**src/common/ahbBus_consts.svh**
```systemverilog
// Widths and AHB-Lite encodings for the bus unit; include where a module needs them
`ifndef AHBBUS_CONSTS_SVH
`define AHBBUS_CONSTS_SVH

// Data and physical address widths
`define XLEN    32
`define PA_BITS 32

// HTRANS codes, only single transfers are issued
`define HTRANS_IDLE   2'b00
`define HTRANS_NONSEQ 2'b10

// Word size, used by page-table and instruction reads
`define HSIZE_WORD 3'b010

// Single transfer burst code
`define HBURST_SINGLE 3'b000

// Data access, privileged, non-bufferable
`define HPROT_DATA 4'b0011

`endif

```
**src/common/ahbBusPkg.sv**
```systemverilog
// Bus unit types shared by the AHB-Lite blocks; import with ahbBusPkg::*
package ahbBusPkg;

  // Owner of the current or proposed transfer
  typedef enum logic [2:0] {
    IDLE,
    MMUWALK,
    ATOMICREAD,
    ATOMICWRITE,
    DATAREAD,
    DATAWRITE,
    INSTRREAD
  } busStateT;

  // Atomic memory operation selector
  typedef enum logic [3:0] {
    AMOSWAP,
    AMOADD,
    AMOAND,
    AMOOR,
    AMOXOR,
    AMOMIN,
    AMOMAX,
    AMOMINU,
    AMOMAXU
  } amoOpT;

endpackage

```
**src/ahbBusUnit/addressPhase.sv**
```systemverilog
// AHB-Lite address phase muxing and data-phase registers, driven by the bus-state FSM
`timescale 1ns/1ps
`include "ahbBus_consts.svh"

module addressPhase
  import ahbBusPkg::*;
(
  input  logic                  HCLK,
  input  logic                  HRESETn,
  input  busStateT              busState,
  input  busStateT              nextBusState,
  input  logic                  HREADY,
  input  logic [`PA_BITS-1:0]   memAdr,
  input  logic [`PA_BITS-1:0]   instrAdr,
  input  logic [`PA_BITS-1:0]   mmuAdr,
  input  logic [1:0]            memSize,
  input  logic                  unsignedLoad,
  input  logic [`XLEN-1:0]      writeData,
  input  logic [`XLEN-1:0]      amoResult,
  output logic [`PA_BITS-1:0]   HADDR,
  output logic [2:0]            HSIZE,
  output logic [1:0]            HTRANS,
  output logic                  HWRITE,
  output logic [2:0]            HBURST,
  output logic [3:0]            HPROT,
  output logic                  HMASTLOCK,
  output logic [`XLEN-1:0]      HWDATA,
  output logic [1:0]            adrLowD,
  output logic [1:0]            sizeD,
  output logic                  unsignedD
);

  logic            amoWrite;
  logic [`XLEN-1:0] storeData;

  // Page-table walks and fetches are whole words
  always_comb begin
    case (nextBusState)
      MMUWALK: begin
        HADDR = mmuAdr;
        HSIZE = `HSIZE_WORD;
      end
      INSTRREAD: begin
        HADDR = instrAdr;
        HSIZE = `HSIZE_WORD;
      end
      default: begin
        HADDR = memAdr;
        HSIZE = {1'b0, memSize};
      end
    endcase
  end

  assign HTRANS    = (nextBusState != IDLE) ? `HTRANS_NONSEQ : `HTRANS_IDLE;
  assign HWRITE    = (nextBusState == DATAWRITE) || (nextBusState == ATOMICWRITE);
  assign HBURST    = `HBURST_SINGLE;
  assign HPROT     = `HPROT_DATA;
  assign HMASTLOCK = 1'b0;

  // Atomic result is ready only while the read data phase completes
  assign amoWrite  = (nextBusState == ATOMICWRITE) && (busState == ATOMICREAD);
  assign storeData = amoWrite ? amoResult : writeData;

  // Alignment controls follow the accepted address phase
  always_ff @(posedge HCLK or negedge HRESETn) begin
    if (!HRESETn) begin
      adrLowD   <= 2'b00;
      sizeD     <= 2'b10;
      unsignedD <= 1'b0;
    end else if (HREADY) begin
      adrLowD   <= HADDR[1:0];
      sizeD     <= HSIZE[1:0];
      unsignedD <= unsignedLoad;
    end
  end

  // Write data lags its address by one phase
  always_ff @(posedge HCLK) begin
    if (HREADY) begin
      HWDATA <= storeData;
    end
  end

endmodule

```
**src/ahbBusUnit/ahbBusUnit.sv**
```systemverilog
// Top of the AHB-Lite bus unit; connects the arbiter, address phase, read path and atomic ALU
`timescale 1ns/1ps
`include "ahbBus_consts.svh"

module ahbBusUnit
  import ahbBusPkg::*;
(
  input  logic                HCLK,
  input  logic                HRESETn,
  // MMU walker
  input  logic                mmuTranslate,
  input  logic [`PA_BITS-1:0] mmuAdr,
  output logic                mmuReady,
  output logic [`XLEN-1:0]    mmuReadPte,
  // Data side and atomics
  input  logic                atomicReq,
  input  amoOpT               amoOp,
  input  logic                memRead,
  input  logic                memWrite,
  input  logic [`PA_BITS-1:0] memAdr,
  input  logic [1:0]          memSize,
  input  logic                unsignedLoad,
  input  logic [`XLEN-1:0]    writeData,
  output logic                dataAck,
  output logic                commit,
  output logic                dataStall,
  output logic [`XLEN-1:0]    readDataM,
  output logic [`XLEN-1:0]    readDataW,
  input  logic                StallW,
  // Instruction side
  input  logic                instrRead,
  input  logic [`PA_BITS-1:0] instrAdr,
  output logic                instrAck,
  output logic [`XLEN-1:0]    instrRData,
  // PMA checker
  input  logic                dSquash,
  input  logic                iSquash,
  output logic                readAccess,
  output logic                writeAccess,
  output logic                atomicAccess,
  output logic                executeAccess,
  // AHB-Lite manager port
  input  logic                HREADY,
  input  logic [`XLEN-1:0]    HRDATA,
  output logic [`PA_BITS-1:0] HADDR,
  output logic [2:0]          HSIZE,
  output logic [1:0]          HTRANS,
  output logic                HWRITE,
  output logic [2:0]          HBURST,
  output logic [3:0]          HPROT,
  output logic                HMASTLOCK,
  output logic [`XLEN-1:0]    HWDATA
);

  busStateT         busState;
  busStateT         nextBusState;
  logic             captureRead;
  logic [1:0]       adrLowD;
  logic [1:0]       sizeD;
  logic             unsignedD;
  logic [`XLEN-1:0] amoResult;

  busArbiter arbiter0 (
    .HCLK, .HRESETn,
    .mmuTranslate, .atomicReq, .memRead, .memWrite, .instrRead,
    .HREADY, .dSquash, .iSquash,
    .busState, .nextBusState,
    .readAccess, .writeAccess, .atomicAccess, .executeAccess,
    .mmuReady, .dataAck, .instrAck, .captureRead, .commit, .dataStall
  );

  addressPhase adrPhase0 (
    .HCLK, .HRESETn, .busState, .nextBusState, .HREADY,
    .memAdr, .instrAdr, .mmuAdr, .memSize, .unsignedLoad, .writeData, .amoResult,
    .HADDR, .HSIZE, .HTRANS, .HWRITE, .HBURST, .HPROT, .HMASTLOCK, .HWDATA,
    .adrLowD, .sizeD, .unsignedD
  );

  readAlign readAlign0 (
    .HCLK, .HRESETn, .HRDATA, .adrLowD, .sizeD, .unsignedD,
    .captureRead, .StallW, .busState,
    .readDataM, .readDataW, .instrRData, .mmuReadPte
  );

  // Old word from the atomic read phase feeds the ALU
  amoAlu amoAlu0 (
    .srcA   (readDataM),
    .srcB   (writeData),
    .amoOp  (amoOp),
    .result (amoResult)
  );

endmodule

```
**src/ahbBusUnit/amoAlu.sv**
```systemverilog
// Store value for RV32A atomics, from the old memory word and the register operand
`timescale 1ns/1ps
`include "ahbBus_consts.svh"

module amoAlu
  import ahbBusPkg::*;
(
  input  logic [`XLEN-1:0] srcA,
  input  logic [`XLEN-1:0] srcB,
  input  amoOpT            amoOp,
  output logic [`XLEN-1:0] result
);

  logic signedLess;
  logic unsignedLess;

  // srcA is the old word, srcB the operand
  assign signedLess   = $signed(srcA) < $signed(srcB);
  assign unsignedLess = srcA < srcB;

  always_comb begin
    case (amoOp)
      AMOSWAP: result = srcB;
      AMOADD:  result = srcA + srcB;
      AMOAND:  result = srcA & srcB;
      AMOOR:   result = srcA | srcB;
      AMOXOR:  result = srcA ^ srcB;
      // Min and max keep whichever word wins the compare
      AMOMIN:  result = signedLess ? srcA : srcB;
      AMOMAX:  result = signedLess ? srcB : srcA;
      AMOMINU: result = unsignedLess ? srcA : srcB;
      AMOMAXU: result = unsignedLess ? srcB : srcA;
      default: result = srcB;
    endcase
  end

endmodule

```
**src/ahbBusUnit/busArbiter.sv**
```systemverilog
// Bus-state FSM that picks the next AHB transfer by fixed priority and acknowledges requesters
`timescale 1ns/1ps

module busArbiter
  import ahbBusPkg::*;
(
  input  logic     HCLK,
  input  logic     HRESETn,
  // Requests
  input  logic     mmuTranslate,
  input  logic     atomicReq,
  input  logic     memRead,
  input  logic     memWrite,
  input  logic     instrRead,
  // Bus handshake
  input  logic     HREADY,
  // Squash from the PMA checker
  input  logic     dSquash,
  input  logic     iSquash,
  output busStateT busState,
  output busStateT nextBusState,
  // Proposed access type for the PMA checker
  output logic     readAccess,
  output logic     writeAccess,
  output logic     atomicAccess,
  output logic     executeAccess,
  // Acknowledges
  output logic     mmuReady,
  output logic     dataAck,
  output logic     instrAck,
  output logic     captureRead,
  output logic     commit,
  output logic     dataStall
);

  busStateT proposedState;
  logic     squash;

  ////////////////////////////////////////////////////////////
  // Next-state proposal
  ////////////////////////////////////////////////////////////

  // Priority is MMU walk, atomic, load, store, then fetch
  // A pending fetch follows a data or atomic transfer directly
  always_comb begin
    case (busState)
      IDLE: begin
        if (mmuTranslate) proposedState = MMUWALK;
        else if (atomicReq) proposedState = ATOMICREAD;
        else if (memRead) proposedState = DATAREAD;
        else if (memWrite) proposedState = DATAWRITE;
        else if (instrRead) proposedState = INSTRREAD;
        else proposedState = IDLE;
      end
      MMUWALK: proposedState = HREADY ? IDLE : MMUWALK;
      // Write address phase overlaps the read data phase
      ATOMICREAD: proposedState = HREADY ? ATOMICWRITE : ATOMICREAD;
      ATOMICWRITE, DATAREAD, DATAWRITE: begin
        if (!HREADY) proposedState = busState;
        else if (instrRead) proposedState = INSTRREAD;
        else proposedState = IDLE;
      end
      INSTRREAD: proposedState = HREADY ? IDLE : INSTRREAD;
      default: proposedState = IDLE;
    endcase
  end

  // Flags describe the proposed access so the checker can veto it
  assign readAccess    = (proposedState == MMUWALK) || (proposedState == DATAREAD) ||
                         (proposedState == ATOMICREAD);
  assign writeAccess   = (proposedState == DATAWRITE) || (proposedState == ATOMICWRITE);
  assign atomicAccess  = (proposedState == ATOMICREAD) || (proposedState == ATOMICWRITE);
  assign executeAccess = (proposedState == INSTRREAD);

  // A vetoed access never reaches the bus
  assign squash       = dSquash | iSquash;
  assign nextBusState = squash ? IDLE : proposedState;

  always_ff @(posedge HCLK or negedge HRESETn) begin
    if (!HRESETn) begin
      busState <= IDLE;
    end else begin
      busState <= nextBusState;
    end
  end

  ////////////////////////////////////////////////////////////
  // Acknowledges and stall
  ////////////////////////////////////////////////////////////

  // Each ack marks the data phase that completes this cycle
  assign mmuReady = (busState == MMUWALK) && HREADY;
  assign instrAck = (busState == INSTRREAD) && HREADY;
  // Atomics acknowledge only after the write phase
  assign dataAck  = ((busState == DATAREAD) || (busState == DATAWRITE) ||
                     (busState == ATOMICWRITE)) && HREADY;

  // Read data worth keeping for writeback
  assign captureRead = ((busState == DATAREAD) || (busState == ATOMICREAD)) && HREADY;

  // Data-side transfer in its data phase
  assign commit = (busState == DATAREAD) || (busState == DATAWRITE) ||
                  (busState == ATOMICREAD) || (busState == ATOMICWRITE);

  // Hold the pipeline while a data-side transfer is issued or waiting
  assign dataStall = (nextBusState == DATAREAD) || (nextBusState == DATAWRITE) ||
                     (nextBusState == ATOMICREAD) || (nextBusState == ATOMICWRITE);

endmodule

```
**src/ahbBusUnit/readAlign.sv**
```systemverilog
// Load data extraction and writeback-stage capture of read data across pipeline stalls
`timescale 1ns/1ps
`include "ahbBus_consts.svh"

module readAlign
  import ahbBusPkg::*;
(
  input  logic             HCLK,
  input  logic             HRESETn,
  input  logic [`XLEN-1:0] HRDATA,
  input  logic [1:0]       adrLowD,
  input  logic [1:0]       sizeD,
  input  logic             unsignedD,
  input  logic             captureRead,
  input  logic             StallW,
  input  busStateT         busState,
  output logic [`XLEN-1:0] readDataM,
  output logic [`XLEN-1:0] readDataW,
  output logic [`XLEN-1:0] instrRData,
  output logic [`XLEN-1:0] mmuReadPte
);

  logic [7:0]       byteSel;
  logic [15:0]      halfSel;
  logic [`XLEN-1:0] capturedData;
  logic             capturedAvail;
  logic             holdW;
  logic [`XLEN-1:0] readDataWNext;

  ////////////////////////////////////////////////////////////
  // Subword extraction
  ////////////////////////////////////////////////////////////

  always_comb begin
    case (adrLowD)
      2'b00: byteSel = HRDATA[7:0];
      2'b01: byteSel = HRDATA[15:8];
      2'b10: byteSel = HRDATA[23:16];
      default: byteSel = HRDATA[31:24];
    endcase
  end

  assign halfSel = adrLowD[1] ? HRDATA[31:16] : HRDATA[15:0];

  // Sign bit is replicated unless the load is unsigned
  always_comb begin
    case (sizeD)
      2'b00: readDataM = {{(`XLEN-8){~unsignedD & byteSel[7]}}, byteSel};
      2'b01: readDataM = {{(`XLEN-16){~unsignedD & halfSel[15]}}, halfSel};
      default: readDataM = HRDATA;
    endcase
  end

  // Fetches and PTEs are whole words
  assign instrRData = HRDATA;
  assign mmuReadPte = HRDATA;

  ////////////////////////////////////////////////////////////
  // Writeback copy
  ////////////////////////////////////////////////////////////

  // Latest completed read, kept until the stall lets W advance
  always_ff @(posedge HCLK) begin
    if (captureRead) begin
      capturedData <= readDataM;
    end
  end

  always_ff @(posedge HCLK or negedge HRESETn) begin
    if (!HRESETn) begin
      capturedAvail <= 1'b0;
    end else begin
      capturedAvail <= StallW ? (capturedAvail | captureRead) : 1'b0;
    end
  end

  // An atomic holds the pipeline itself, its old word goes straight to W
  assign holdW = StallW && (busState != ATOMICREAD);

  always_comb begin
    if (holdW) readDataWNext = readDataW;
    else if (captureRead) readDataWNext = readDataM;
    else if (capturedAvail) readDataWNext = capturedData;
    else readDataWNext = readDataW;
  end

  always_ff @(posedge HCLK or negedge HRESETn) begin
    if (!HRESETn) begin
      readDataW <= '0;
    end else begin
      readDataW <= readDataWNext;
    end
  end

endmodule

```
**config.mk**
```make
export PLATFORM = sky130hd
export DESIGN_NAME = ahbBusUnit
export DESIGN_NICKNAME = d
export VERILOG_FILES = /design/src/common/ahbBusPkg.sv /design/src/ahbBusUnit/addressPhase.sv /design/src/ahbBusUnit/ahbBusUnit.sv /design/src/ahbBusUnit/amoAlu.sv /design/src/ahbBusUnit/busArbiter.sv /design/src/ahbBusUnit/readAlign.sv
export VERILOG_INCLUDE_DIRS = /design/src /design/src/common
export SDC_FILE = /design/constraint.sdc
export NUM_CORES = 1
export LEC_CHECK = 0
export BUFFER_PORTS_ARGS = -buffer_cell sky130_fd_sc_hd__buf_2
export CORE_MARGIN = 10
export CORE_UTILIZATION = 52
export CTS_CLUSTER_DIAMETER = 40
export DETAILED_ROUTE_END_ITERATION = 8
export GPL_TIMING_DRIVEN = 1
export PLACE_DENSITY = 0.87
export SLEW_MARGIN = 30
export SYNTH_ARGS = -nofsm -noshare
export SYNTH_HDL_FRONTEND = slang
export SYNTH_SLANG_ARGS = --single-unit
```
**constraint.sdc**
```tcl
create_clock -name HCLK -period 5.2 [get_ports HCLK]
set_input_delay 0.52 -clock HCLK [delete_from_list [all_inputs] [get_ports HCLK]]
set_output_delay 0.52 -clock HCLK [all_outputs]
set_load 0.005 [all_outputs]
```
==> results.json, run 1 <==
{
  "power_w": 0.003745,
  "power.share.combinational_pct": 50.9,
  "synth_fa_ha_area_share_pct": 11.39,
  "die_h_um": 164.3,
  "worst_path_most_repeated_cell": "sky130_fd_sc_hd__buf_4",
  "post_synth_num_cell_types": 85,
  "synthesis.yosys.warnings": 0,
  "fp.coreArea_um2": 20360,
  "total_via_count_after_detailed_routing": 12439,
  "finalCritPeriodShare_pct": 95.98,
  "dp_hpwl_um": 39690,
  "synth_area_per_cell_um2": 7.994,
  "wl_per_cell_um": 25.48,
  "cts.sink_count": 105,
  "num-nets-final": 1963,
  "hold_path.class": "in2async",
  "route.final.wire_length_um": 50100,
  "cellLeakagePower_nw": 6.499,
  "critPathCaptureType": "flop",
  "setup.reg_to_reg.worst_slack_ps": 210,
  "ant_nets": 0,
  "synth_simple_gate_area_share_pct": 17.30,
  "n_fill_cell": 1859,
  "post-place-ws_ps": -0.7967,
  "critical_setup_path_kind": "reg2reg",
  "minimum_clock_period_ps": 4991,
  "fmaxAchievable_mhz": 200.4,
  "internal-power_w": 0.002109,
  "cts_max_path_buffers": 2,
  "seq_power_share_pct": 29.9,
  "cp_data_arrival_time_ps": 5170,
  "chipWidth_um": 164.3,
  "synth_ff_type": "sky130_fd_sc_hd__edfxtp_1",
  "slew_violations": 0,
  "cts_buffers": 9,
  "ff2ff_path_depth": 18,
  "max_slew_margin_pct": 36.17,
  "first_global_vias": 11899,
  "synth_edf_count": 64,
  "die-area_um2": 27000,
  "antenna_found_initial": 10,
  "max-vdd-ir-drop_mv": 0.1736,
  "netSwitchingFraction_pct": 43.68,
  "synth_top_family_by_area": "compound AO/OA/AOI/OAI gates",
  "worst_skew_pair.late_latency_ps": 370,
  "initial_core_util_pct": 53.19,
  "grt_start_max_net_pins": 55,
  "area_fraction_in_compound_gates_after_synthesis_pct": 27.24,
  "switching_power_w": 0.001636,
  "cts.hold.buffers_added": 0,
  "via_per_inst": 6.327,
  "synth_xor_xnor_area_share_pct": 1.455,
  "portBuffers": 382,
  "required_time_worst_endpoint_ps": 5380,
  "drt_iter0_drc": 1680,
  "fin_cells": 1966,
  "tritoncts_clock_tree": "built",
  "cts_clock_pin_slew_for_the_worst_setup_and_hold_paths_ps": 90,
  "layout.cells.most_common": "sky130_fd_sc_hd__buf_2",
  "critical_path.cell_chain": "mux4_2, nand2_1, a211oi_4, buf_12, buf_4, buf_4, a21o_1, ha_1, nor3_1, nand2_1, a2111oi_1, o21ai_0, o21ai_0, buf_4, a311o_1, xnor2_1, a21oi_1, a21oi_1",
  "finalSetupViolations": 0,
  "syn-cell-area_um2": 10830,
  "least_margin_pin_slew_ps": 956.3,
  "r2r_end": "adrPhase0.HWDATA[31]",
  "cp_max_fo": 13,
  "power.share.clock_pct": 19.3,
  "finalHoldViolCount": 0,
  "remaining_drc_errors": 0,
  "post_synth_mux_area_share_pct": 3.304,
  "finalClockSkew_ps": 14.55,
  "power_density_nw_per_um2": 283.0,
  "h-tree-depth": 3,
  "mostFrequentLayoutCells": "sky130_fd_sc_hd__buf_2, sky130_fd_sc_hd__nand2_1, sky130_fd_sc_hd__a21oi_1, sky130_fd_sc_hd__inv_1, sky130_fd_sc_hd__nor2_1",
  "ys_async_sr_fraction_pct": 39.05,
  "dr.pass1.iters": 6,
  "gpl.final_weighted_congestion": 1.036,
  "drv.max_cap_violation_count": 0,
  "run_status": "finished clean",
  "numPlacedInstances": 1944,
  "fin_ws_ps": 209.0,
  "std_cell_rows": 52,
  "cts-root-buf": "sky130_fd_sc_hd__clkbuf_16",
  "drive_gt1_share_pct": 31.56,
  "area_added_between_synthesis_and_finish_pct": 22.16,
  "worst_r2r_startpoint": "adrPhase0.adrLowD[1]",
  "critPathLaunchType": "flop",
  "first_pass_grt_wire_length_um": 72330,
  "rsz0062_at_grt": "false",
  "top_level_port_count": 393,
  "ys_seq_area_share_pct": 27.23,
  "ys_ff_latch": 105,
  "grt_remaining_overflow": 0,
  "count_of_mapped_cells_out_of_synthesis": 1355,
  "slowest_stage": "sky130_fd_sc_hd__a2111oi_1",
  "slowest_delay_ps": 720,
  "total_track_usage_pct": 34.80
}
## cells by family after synthesis
kind of cell / Yosys count
muxes: 25
xor gates and xnor gates: 18
adders and majority gates: 98
buffers and inverters: 262
other: 2
DFF: 105
AOI/OAI and AO/OA: 434
and+or+nand+nor: 411
## state kept, by name (all words and copies together) (netlist names)
name and flops:
adrPhase0.adrLowD 2, arbiter0.busState 3, readAlign0.readDataW 32, adrPhase0.sizeD 2, readAlign0.capturedAvail 1, readAlign0.capturedData 32
adrPhase0.HWDATA 32, adrPhase0.unsignedD 1
## layer usage
layer | track usage [%] | share of wire (%) | vias to the layer above
met1 | 44.34 | 36 | 5793
met2 | 52.71 | 44 | 970
li1 | - | - | 5478
met4 | 16.94 | 5.3 | 10
met3 | 10.36 | 14 | 188
met5 | 0 | 0.11 | -
## layout make-up
cell class / count / area, um^2 / area share (%)
multi-input combinational: 996 / 6655 / 50.30
antenna: 4 / 10.01 / 0.07565
clock inverter: 7 / 68.82 / 0.5201
sequential: 105 / 2949 / 22.29
timing repair buffer: 471 / 2595 / 19.61
inverter: 104 / 390.4 / 2.950
tap: 270 / 337.8 / 2.553
clock buffer: 9 / 225.2 / 1.702
## cells in the mapped netlist (16+ instances only)
| cell | number | area (um^2) |
|---|---|---|
| sky130_fd_sc_hd__nand2_1 | 180 | 675.7 |
| sky130_fd_sc_hd__a21oi_1 | 105 | 525.5 |
| sky130_fd_sc_hd__inv_1 | 103 | 386.6 |
| sky130_fd_sc_hd__nor2_1 | 100 | 375.4 |
| sky130_fd_sc_hd__ha_1 | 97 | 1214 |
| sky130_fd_sc_hd__buf_4 | 77 | 578.1 |
| sky130_fd_sc_hd__o21ai_0 | 77 | 385.4 |
| sky130_fd_sc_hd__clkbuf_1 | 65 | 244.0 |
| sky130_fd_sc_hd__edfxtp_1 | 64 | 1922 |
| sky130_fd_sc_hd__a22oi_1 | 40 | 300.3 |
| sky130_fd_sc_hd__dfrtp_1 | 40 | 1001 |
| sky130_fd_sc_hd__a21o_1 | 24 | 180.2 |
| sky130_fd_sc_hd__nor3_1 | 22 | 110.1 |
| sky130_fd_sc_hd__nand3_1 | 21 | 105.1 |
| sky130_fd_sc_hd__nor2b_1 | 17 | 106.4 |
| sky130_fd_sc_hd__o22ai_1 | 17 | 106.4 |
| sky130_fd_sc_hd__a31oi_1 | 16 | 100.1 |
## power groups by stage
stage               clock network, W  logic [W]  registers, W
floorplan                          0    0.00104       0.00112
global placement                   0    0.00182       0.00113
detailed placement                 0    0.00185       0.00113
CTS                         0.000712    0.00186       0.00111
global route                0.000745    0.00205       0.00113
finish                      0.000721    0.00191       0.00112
## worst max-delay path by stage
stage	to	start	slack, ps
6_report	adrPhase0.HWDATA[31]	adrPhase0.adrLowD[1]	210
5_1_grt	adrPhase0.HWDATA[26]	adrPhase0.adrLowD[1]	20
4_1_cts	adrPhase0.HWDATA[31]	adrPhase0.adrLowD[1]	110
3_5_place_dp	adrPhase0.HWDATA[29]	HRDATA[15]	-0.8
2_1_floorplan	adrPhase0.HWDATA[29]	adrPhase0.adrLowD[1]	670
3_3_place_gp	adrPhase0.HWDATA[31]	HRDATA[15]	-220
## worst max-delay path: cells and delay by family (launching register included)
family,cells,cell delay [ps]
AOI/OAI and AO/OA,8,1920
xor gates and xnor gates,1,130
adders and majority gates,1,400
buffers and inverters,4,610
DFF,1,430
muxes,1,550
and+or+nand+nor,3,750
## metrics by stage
stage	cell area, um^2	setup TNS (ps)	utilization (%)	hold slack [ps]
2_1_floorplan	10860	0	-	224.4
3_3_place_gp	12870	-759.7	63.18	460.6
3_5_place_dp	12870	-1.287	63.22	468.7
4_1_cts	13170	0	64.66	328.8
5_1_grt	13230	0	64.95	173.5
6_report	13230	0	64.97	119.4
## timing repair
action	4_1_cts	5_1_grt
gates resized for setup	0	4
endpoints found under the hold margin	0	0
endpoints found under the setup margin	0	24
buffers inserted	0	2
(Power assumes the default switching activity.)
==> inputs of run 2 (changes only) <==
CORE_ASPECT_RATIO = 0.8   (was default)
TNS_END_PERCENT = 5   (was default)
==> results.json, run 2 (synthesis results as in run 1) <==
{
  "run_status": "finished clean",
  "finalHoldViolCount": 0,
  "cp_data_arrival_time_ps": 5210,
  "fp.coreArea_um2": 20580,
  "hold_path.class": "in2async",
  "ant_nets": 0,
  "routedLengthMet1_um": 20330,
  "top_level_port_count": 393,
  "cts.repair_timing.setup_buffer_count": 0,
  "area_added_between_synthesis_and_finish_pct": 22.58,
  "total_neg_setup_slack_ps": 0,
  "top_regs": "adrPhase0.HWDATA (32), readAlign0.capturedData (32), readAlign0.readDataW (32)",
  "first_global_vias": 12015,
  "detailroute.wirelength.met2_um": 22470,
  "wl_per_cell_um": 27.31,
  "cts-root-buf": "sky130_fd_sc_hd__clkbuf_16",
  "portBuffers": 382,
  "mostFrequentLayoutCells": "sky130_fd_sc_hd__buf_2, sky130_fd_sc_hd__nand2_1, sky130_fd_sc_hd__a21oi_1, sky130_fd_sc_hd__inv_1",
  "required_time_worst_endpoint_ps": 5320,
  "cts_clock_pin_slew_for_the_worst_setup_and_hold_paths_ps": 90,
  "worst_skew_pair.late_latency_ps": 370,
  "finalClockSkew_ps": 15.51,
  "h-tree-depth": 3,
  "tritoncts_clock_tree": "built",
  "fmaxAchievable_mhz": 196.2,
  "cts.repair.resized": 0,
  "gpl.final_weighted_congestion": 1.013,
  "cts.hold.buffers_added": 0,
  "cts_buffers": 9,
  "slowest_delay_ps": 460,
  "cp_max_fo": 11,
  "num-nets-final": 1971,
  "remaining_drc_errors": 0,
  "cellLeakagePower_nw": 6.550,
  "route.final.wire_length_um": 53800,
  "layout.cells.most_common": "sky130_fd_sc_hd__buf_2",
  "die_h_um": 149.1,
  "max_slew_margin_pct": 27.13,
  "cts_max_path_buffers": 2,
  "critPathLaunchType": "flop",
  "dp_hpwl_um": 42260,
  "total_track_usage_pct": 37.35,
  "critical_setup_path_kind": "reg2reg",
  "hold-worst-slack_ps": 143.4,
  "drive_gt1_share_pct": 31.82,
  "critical_path_buf_inv_count": 4,
  "finalSetupViolations": 0,
  "via_per_inst": 6.439,
  "slowest_stage": "sky130_fd_sc_hd__a211oi_1",
  "route.top_layer_used": "met5",
  "cts.sink_count": 105,
  "power_density_nw_per_um2": 290.2,
  "critical_path.cell_chain": "buf_4, inv_1, nor2_1, a22oi_1, o21ai_1, ha_1, inv_1, fa_1, o21bai_1, a2111oi_0, buf_4, o21a_1, o2111ai_1, nand4_1, a41o_1, a211oi_1, o2111ai_1, a21boi_0",
  "power_w": 0.003854,
  "met3_length_um": 8054,
  "max-vdd-ir-drop_mv": 0.2034,
  "finalCritPeriodShare_pct": 97.99,
  "std_cell_rows": 47,
  "drv.max_cap_violation_count": 0,
  "dr.pass1.iters": 5,
  "total_via_count_after_detailed_routing": 12685,
  "grt_start_max_net_pins": 56,
  "minimum_clock_period_ps": 5096,
  "first_pass_grt_wire_length_um": 78050,
  "grt_remaining_overflow": 0,
  "cell_family_with_the_largest_share_of_critical_path_delay": "compound AO/OA/AOI/OAI gates",
  "initial_core_util_pct": 52.63,
  "critPathCaptureType": "flop",
  "least_margin_pin_slew_ps": 1090,
  "chipWidth_um": 181.4,
  "slew_violations": 0,
  "drt_iter0_drc": 1842,
  "die-area_um2": 27040,
  "antenna_found_initial": 5
}
[run 2: changes by cell type in the layout (fill, tap and decap cells not counted), sizes merged]
cell,previous run,this run
diode,4,1
clkinv,1,2
clkinvlp,2,1
buf,471,479
[run 2: area by class of cell]
type                            instances  area, um^2
Timing Repair Buffer                  479        2643
Clock buffer                            9       225.2
Tap cell                              269       336.6
Antenna cell                            1       2.502
Clock inverter                          7       80.08
Sequential cell                       105        2949
Fill cell                            1841        7305
Inverter                              104       390.4
Multi-Input combinational cell        996        6651
[run 2: power breakdown]
part	total (W)	leakage (nW)	internal (W)	switching, W
logic	0.00198	5.30	0.000754	0.00123
registers	0.00112	1.10	0.00103	0.0000919
clock network	0.000747	0.146	0.000346	0.000401
[run 2: final timing paths]
kind	cells after the start	start	slack, ps	to
worst min-delay path	1	HRESETn	140	readAlign0.readDataW[11]
min in group HCLK	2	unsignedLoad	400	adrPhase0.unsignedD
worst max-delay path	18	adrPhase0.adrLowD[1]	100	adrPhase0.HWDATA[28]
max in group asynchronous	1	HRESETn	4650	readAlign0.readDataW[16]
worst max register to register	18	adrPhase0.adrLowD[1]	100	adrPhase0.HWDATA[28]
worst min register to register	2	readAlign0.readDataW[22]	490	readAlign0.readDataW[22]
[run 2: per-layer routing]
layer	vias to the layer above	global-route usage (%)
met5	-	0
met4	6	17.50
met3	168	12.61
met2	1093	54.51
met1	5922	48.87
li1	5496	-
[run 2: through the flow]
stage,cells,cell area (um^2),util [%],setup slack [ps]
after global placement,1953,12940,62.87,7.364
after floorplan,1363,10860,-,669.9
after CTS,1969,13250,64.39,107.5
final,1970,13280,64.51,104.4
after global routing,1969,13280,64.50,-3.409
after detailed placement,1953,12950,62.91,-79.90
==> inputs of run 3 (changes only) <==
CELL_PAD_IN_SITES_DETAIL_PLACEMENT = 0   (was default)
CELL_PAD_IN_SITES_GLOBAL_PLACEMENT = 1   (was default)
CORE_UTILIZATION = 37   (was 52)
REMOVE_ABC_BUFFERS = 1   (was default)
SLEW_MARGIN = 20   (was 30)
==> results.json, run 3 (synthesis results as in run 1) <==
{
  "worst_path_most_repeated_cell": "sky130_fd_sc_hd__a21oi_1",
  "cts.hold.buffers_added": 0,
  "slew_violations": 0,
  "total_via_count_after_detailed_routing": 12002,
  "layout.core_utilization_pct": 46.86,
  "hold_path.class": "in2async",
  "sequential_cell_area_um2": 2949,
  "critical_setup_path_kind": "reg2reg",
  "antenna_found_initial": 3,
  "postLayoutCellArea_um2": 13380,
  "max-vdd-ir-drop_mv": 0.1980,
  "global_route.usage.met1_pct": 37.93,
  "area_added_between_synthesis_and_finish_pct": 23.55,
  "fmaxAchievable_mhz": 202.2,
  "cts_clock_pin_slew_for_the_worst_setup_and_hold_paths_ps": 90,
  "cellLeakagePower_nw": 6.524,
  "fp.coreArea_um2": 28560,
  "worst_skew_pair.late_latency_ps": 400,
  "std_cell_rows": 55,
  "wl_per_cell_um": 26.29,
  "first_global_vias": 11465,
  "ant_nets": 0,
  "cp_max_fo": 12,
  "multi_input_comb_area_um2": 6646,
  "cts.repair_timing.setup_buffer_count": 0,
  "top_level_port_count": 393,
  "run_status": "finished clean",
  "dr.pass1.iters": 6,
  "minimum_clock_period_ps": 4944,
  "critPathLaunchType": "flop",
  "antenna_cells": 0,
  "slowest_stage": "sky130_fd_sc_hd__or4_4",
  "met2_resource_use_gr_pct": 43.84,
  "top_regs": "adrPhase0.HWDATA (32), readAlign0.capturedData (32), readAlign0.readDataW (32)",
  "least_margin_pin_slew_ps": 1193,
  "required_time_worst_endpoint_ps": 5330,
  "critical_path_buf_inv_count": 1,
  "grt.busiest_layer": "met2",
  "remaining_drc_errors": 0,
  "die-area_um2": 36560,
  "via_per_inst": 5.804,
  "max_slew_margin_pct": 20.45,
  "mostFrequentLayoutCells": "sky130_fd_sc_hd__buf_2, sky130_fd_sc_hd__nand2_1, sky130_fd_sc_hd__a21oi_1, sky130_fd_sc_hd__inv_1, sky130_fd_sc_hd__nor2_1",
  "critPathCaptureType": "flop",
  "globalRouteMet3Util_pct": 8.728,
  "route.final.wire_length_um": 54380,
  "total_track_usage_pct": 28.30,
  "die_h_um": 173.0,
  "drive_gt1_share_pct": 31.68,
  "cp_data_arrival_time_ps": 5070,
  "placedInstanceArea_um2": 13050,
  "grt_start_max_net_pins": 55,
  "cts_max_path_buffers": 2,
  "rsz0062_at_grt": "false",
  "finalCritPeriodShare_pct": 95.09,
  "fin_ws_ps": 255.6,
  "grt_remaining_overflow": 0,
  "chipWidth_um": 211.3,
  "cts-root-buf": "sky130_fd_sc_hd__clkbuf_16",
  "tritoncts_clock_tree": "built",
  "n_fill_cell": 2852,
  "dp_hpwl_um": 43380,
  "slowest_delay_ps": 550,
  "h-tree-depth": 3,
  "finalSetupViolations": 0,
  "power_w": 0.003798,
  "drt_iter0_drc": 1542,
  "cts.sink_count": 105,
  "post-place-ws_ps": -24.57,
  "power_density_nw_per_um2": 283.8,
  "num-nets-final": 1969,
  "finalHoldViolCount": 0,
  "cts_buffers": 9,
  "layout.cells.most_common": "sky130_fd_sc_hd__buf_2",
  "finalClockSkew_ps": 12.53,
  "first_pass_grt_wire_length_um": 78160,
  "initial_core_util_pct": 37.93,
  "critical_path.cell_chain": "mux4_2, nand2_1, a211oi_4, a21oi_1, inv_1, ha_1, nand4_4, or4_4, nor4_4, o31ai_4, a21boi_2, mux2i_1, nand2b_1, a221oi_1, a21oi_1",
  "portBuffers": 382,
  "gpl.final_weighted_congestion": 0.9875,
  "hold-worst-slack_ps": 233.4,
  "drv.max_cap_violation_count": 0,
  "cell_family_with_the_largest_share_of_critical_path_delay": "compound AO/OA/AOI/OAI gates"
}
run 3: repair_timing:
action / 4_1_cts / 5_1_grt
hold endpoints to repair: 0 / 0
gates resized for setup: 0 / 4
endpoints found under the setup margin: 0 / 24
run 3: metal layers:
layer / routed length (um) / vias to the layer above
met1: 23180 / 5763
met3: 6057 / 73
li1: - / 5482
met5: 34 / -
met4: 813 / 6
met2: 24290 / 678
run 3: metrics by stage:
step	cells	setup TNS, ps
after CTS	2068	0
final	2068	0
after global routing	2068	0
after floorplan	1205	0
after detailed placement	2052	-83.62
after global placement	2052	0
run 3: area by class of cell:
| class | count | area share (%) |
|---|---|---|
| clock inverter | 7 | 0.6264 |
| inverter | 104 | 2.917 |
| tap | 370 | 3.459 |
| sequential | 105 | 22.04 |
| clock buffer | 9 | 1.683 |
| multi-input combinational | 996 | 49.66 |
| timing repair buffer | 477 | 19.61 |
run 3: path summary, 6_finish.rpt:
kind	start	endpoint	slack (ps)	depth (start not counted)
hold / removal	HRESETn	readAlign0.readDataW[0]	230	2
hold reg to reg	readAlign0.readDataW[19]	readAlign0.readDataW[19]	490	2
max in group asynchronous	HRESETn	readAlign0.readDataW[27]	4500	2
setup reg to reg	adrPhase0.adrLowD[1]	adrPhase0.HWDATA[27]	260	15
setup / recovery	adrPhase0.adrLowD[1]	adrPhase0.HWDATA[27]	260	15
min in group HCLK	unsignedLoad	adrPhase0.unsignedD	370	2
run 3: where the power goes:
part | internal, W | switching (W) | total, W
Combinational | 0.000743 | 0.00119 | 0.00194
Clock | 0.000346 | 0.000405 | 0.000751
Sequential | 0.00103 | 0.0000820 | 0.00111
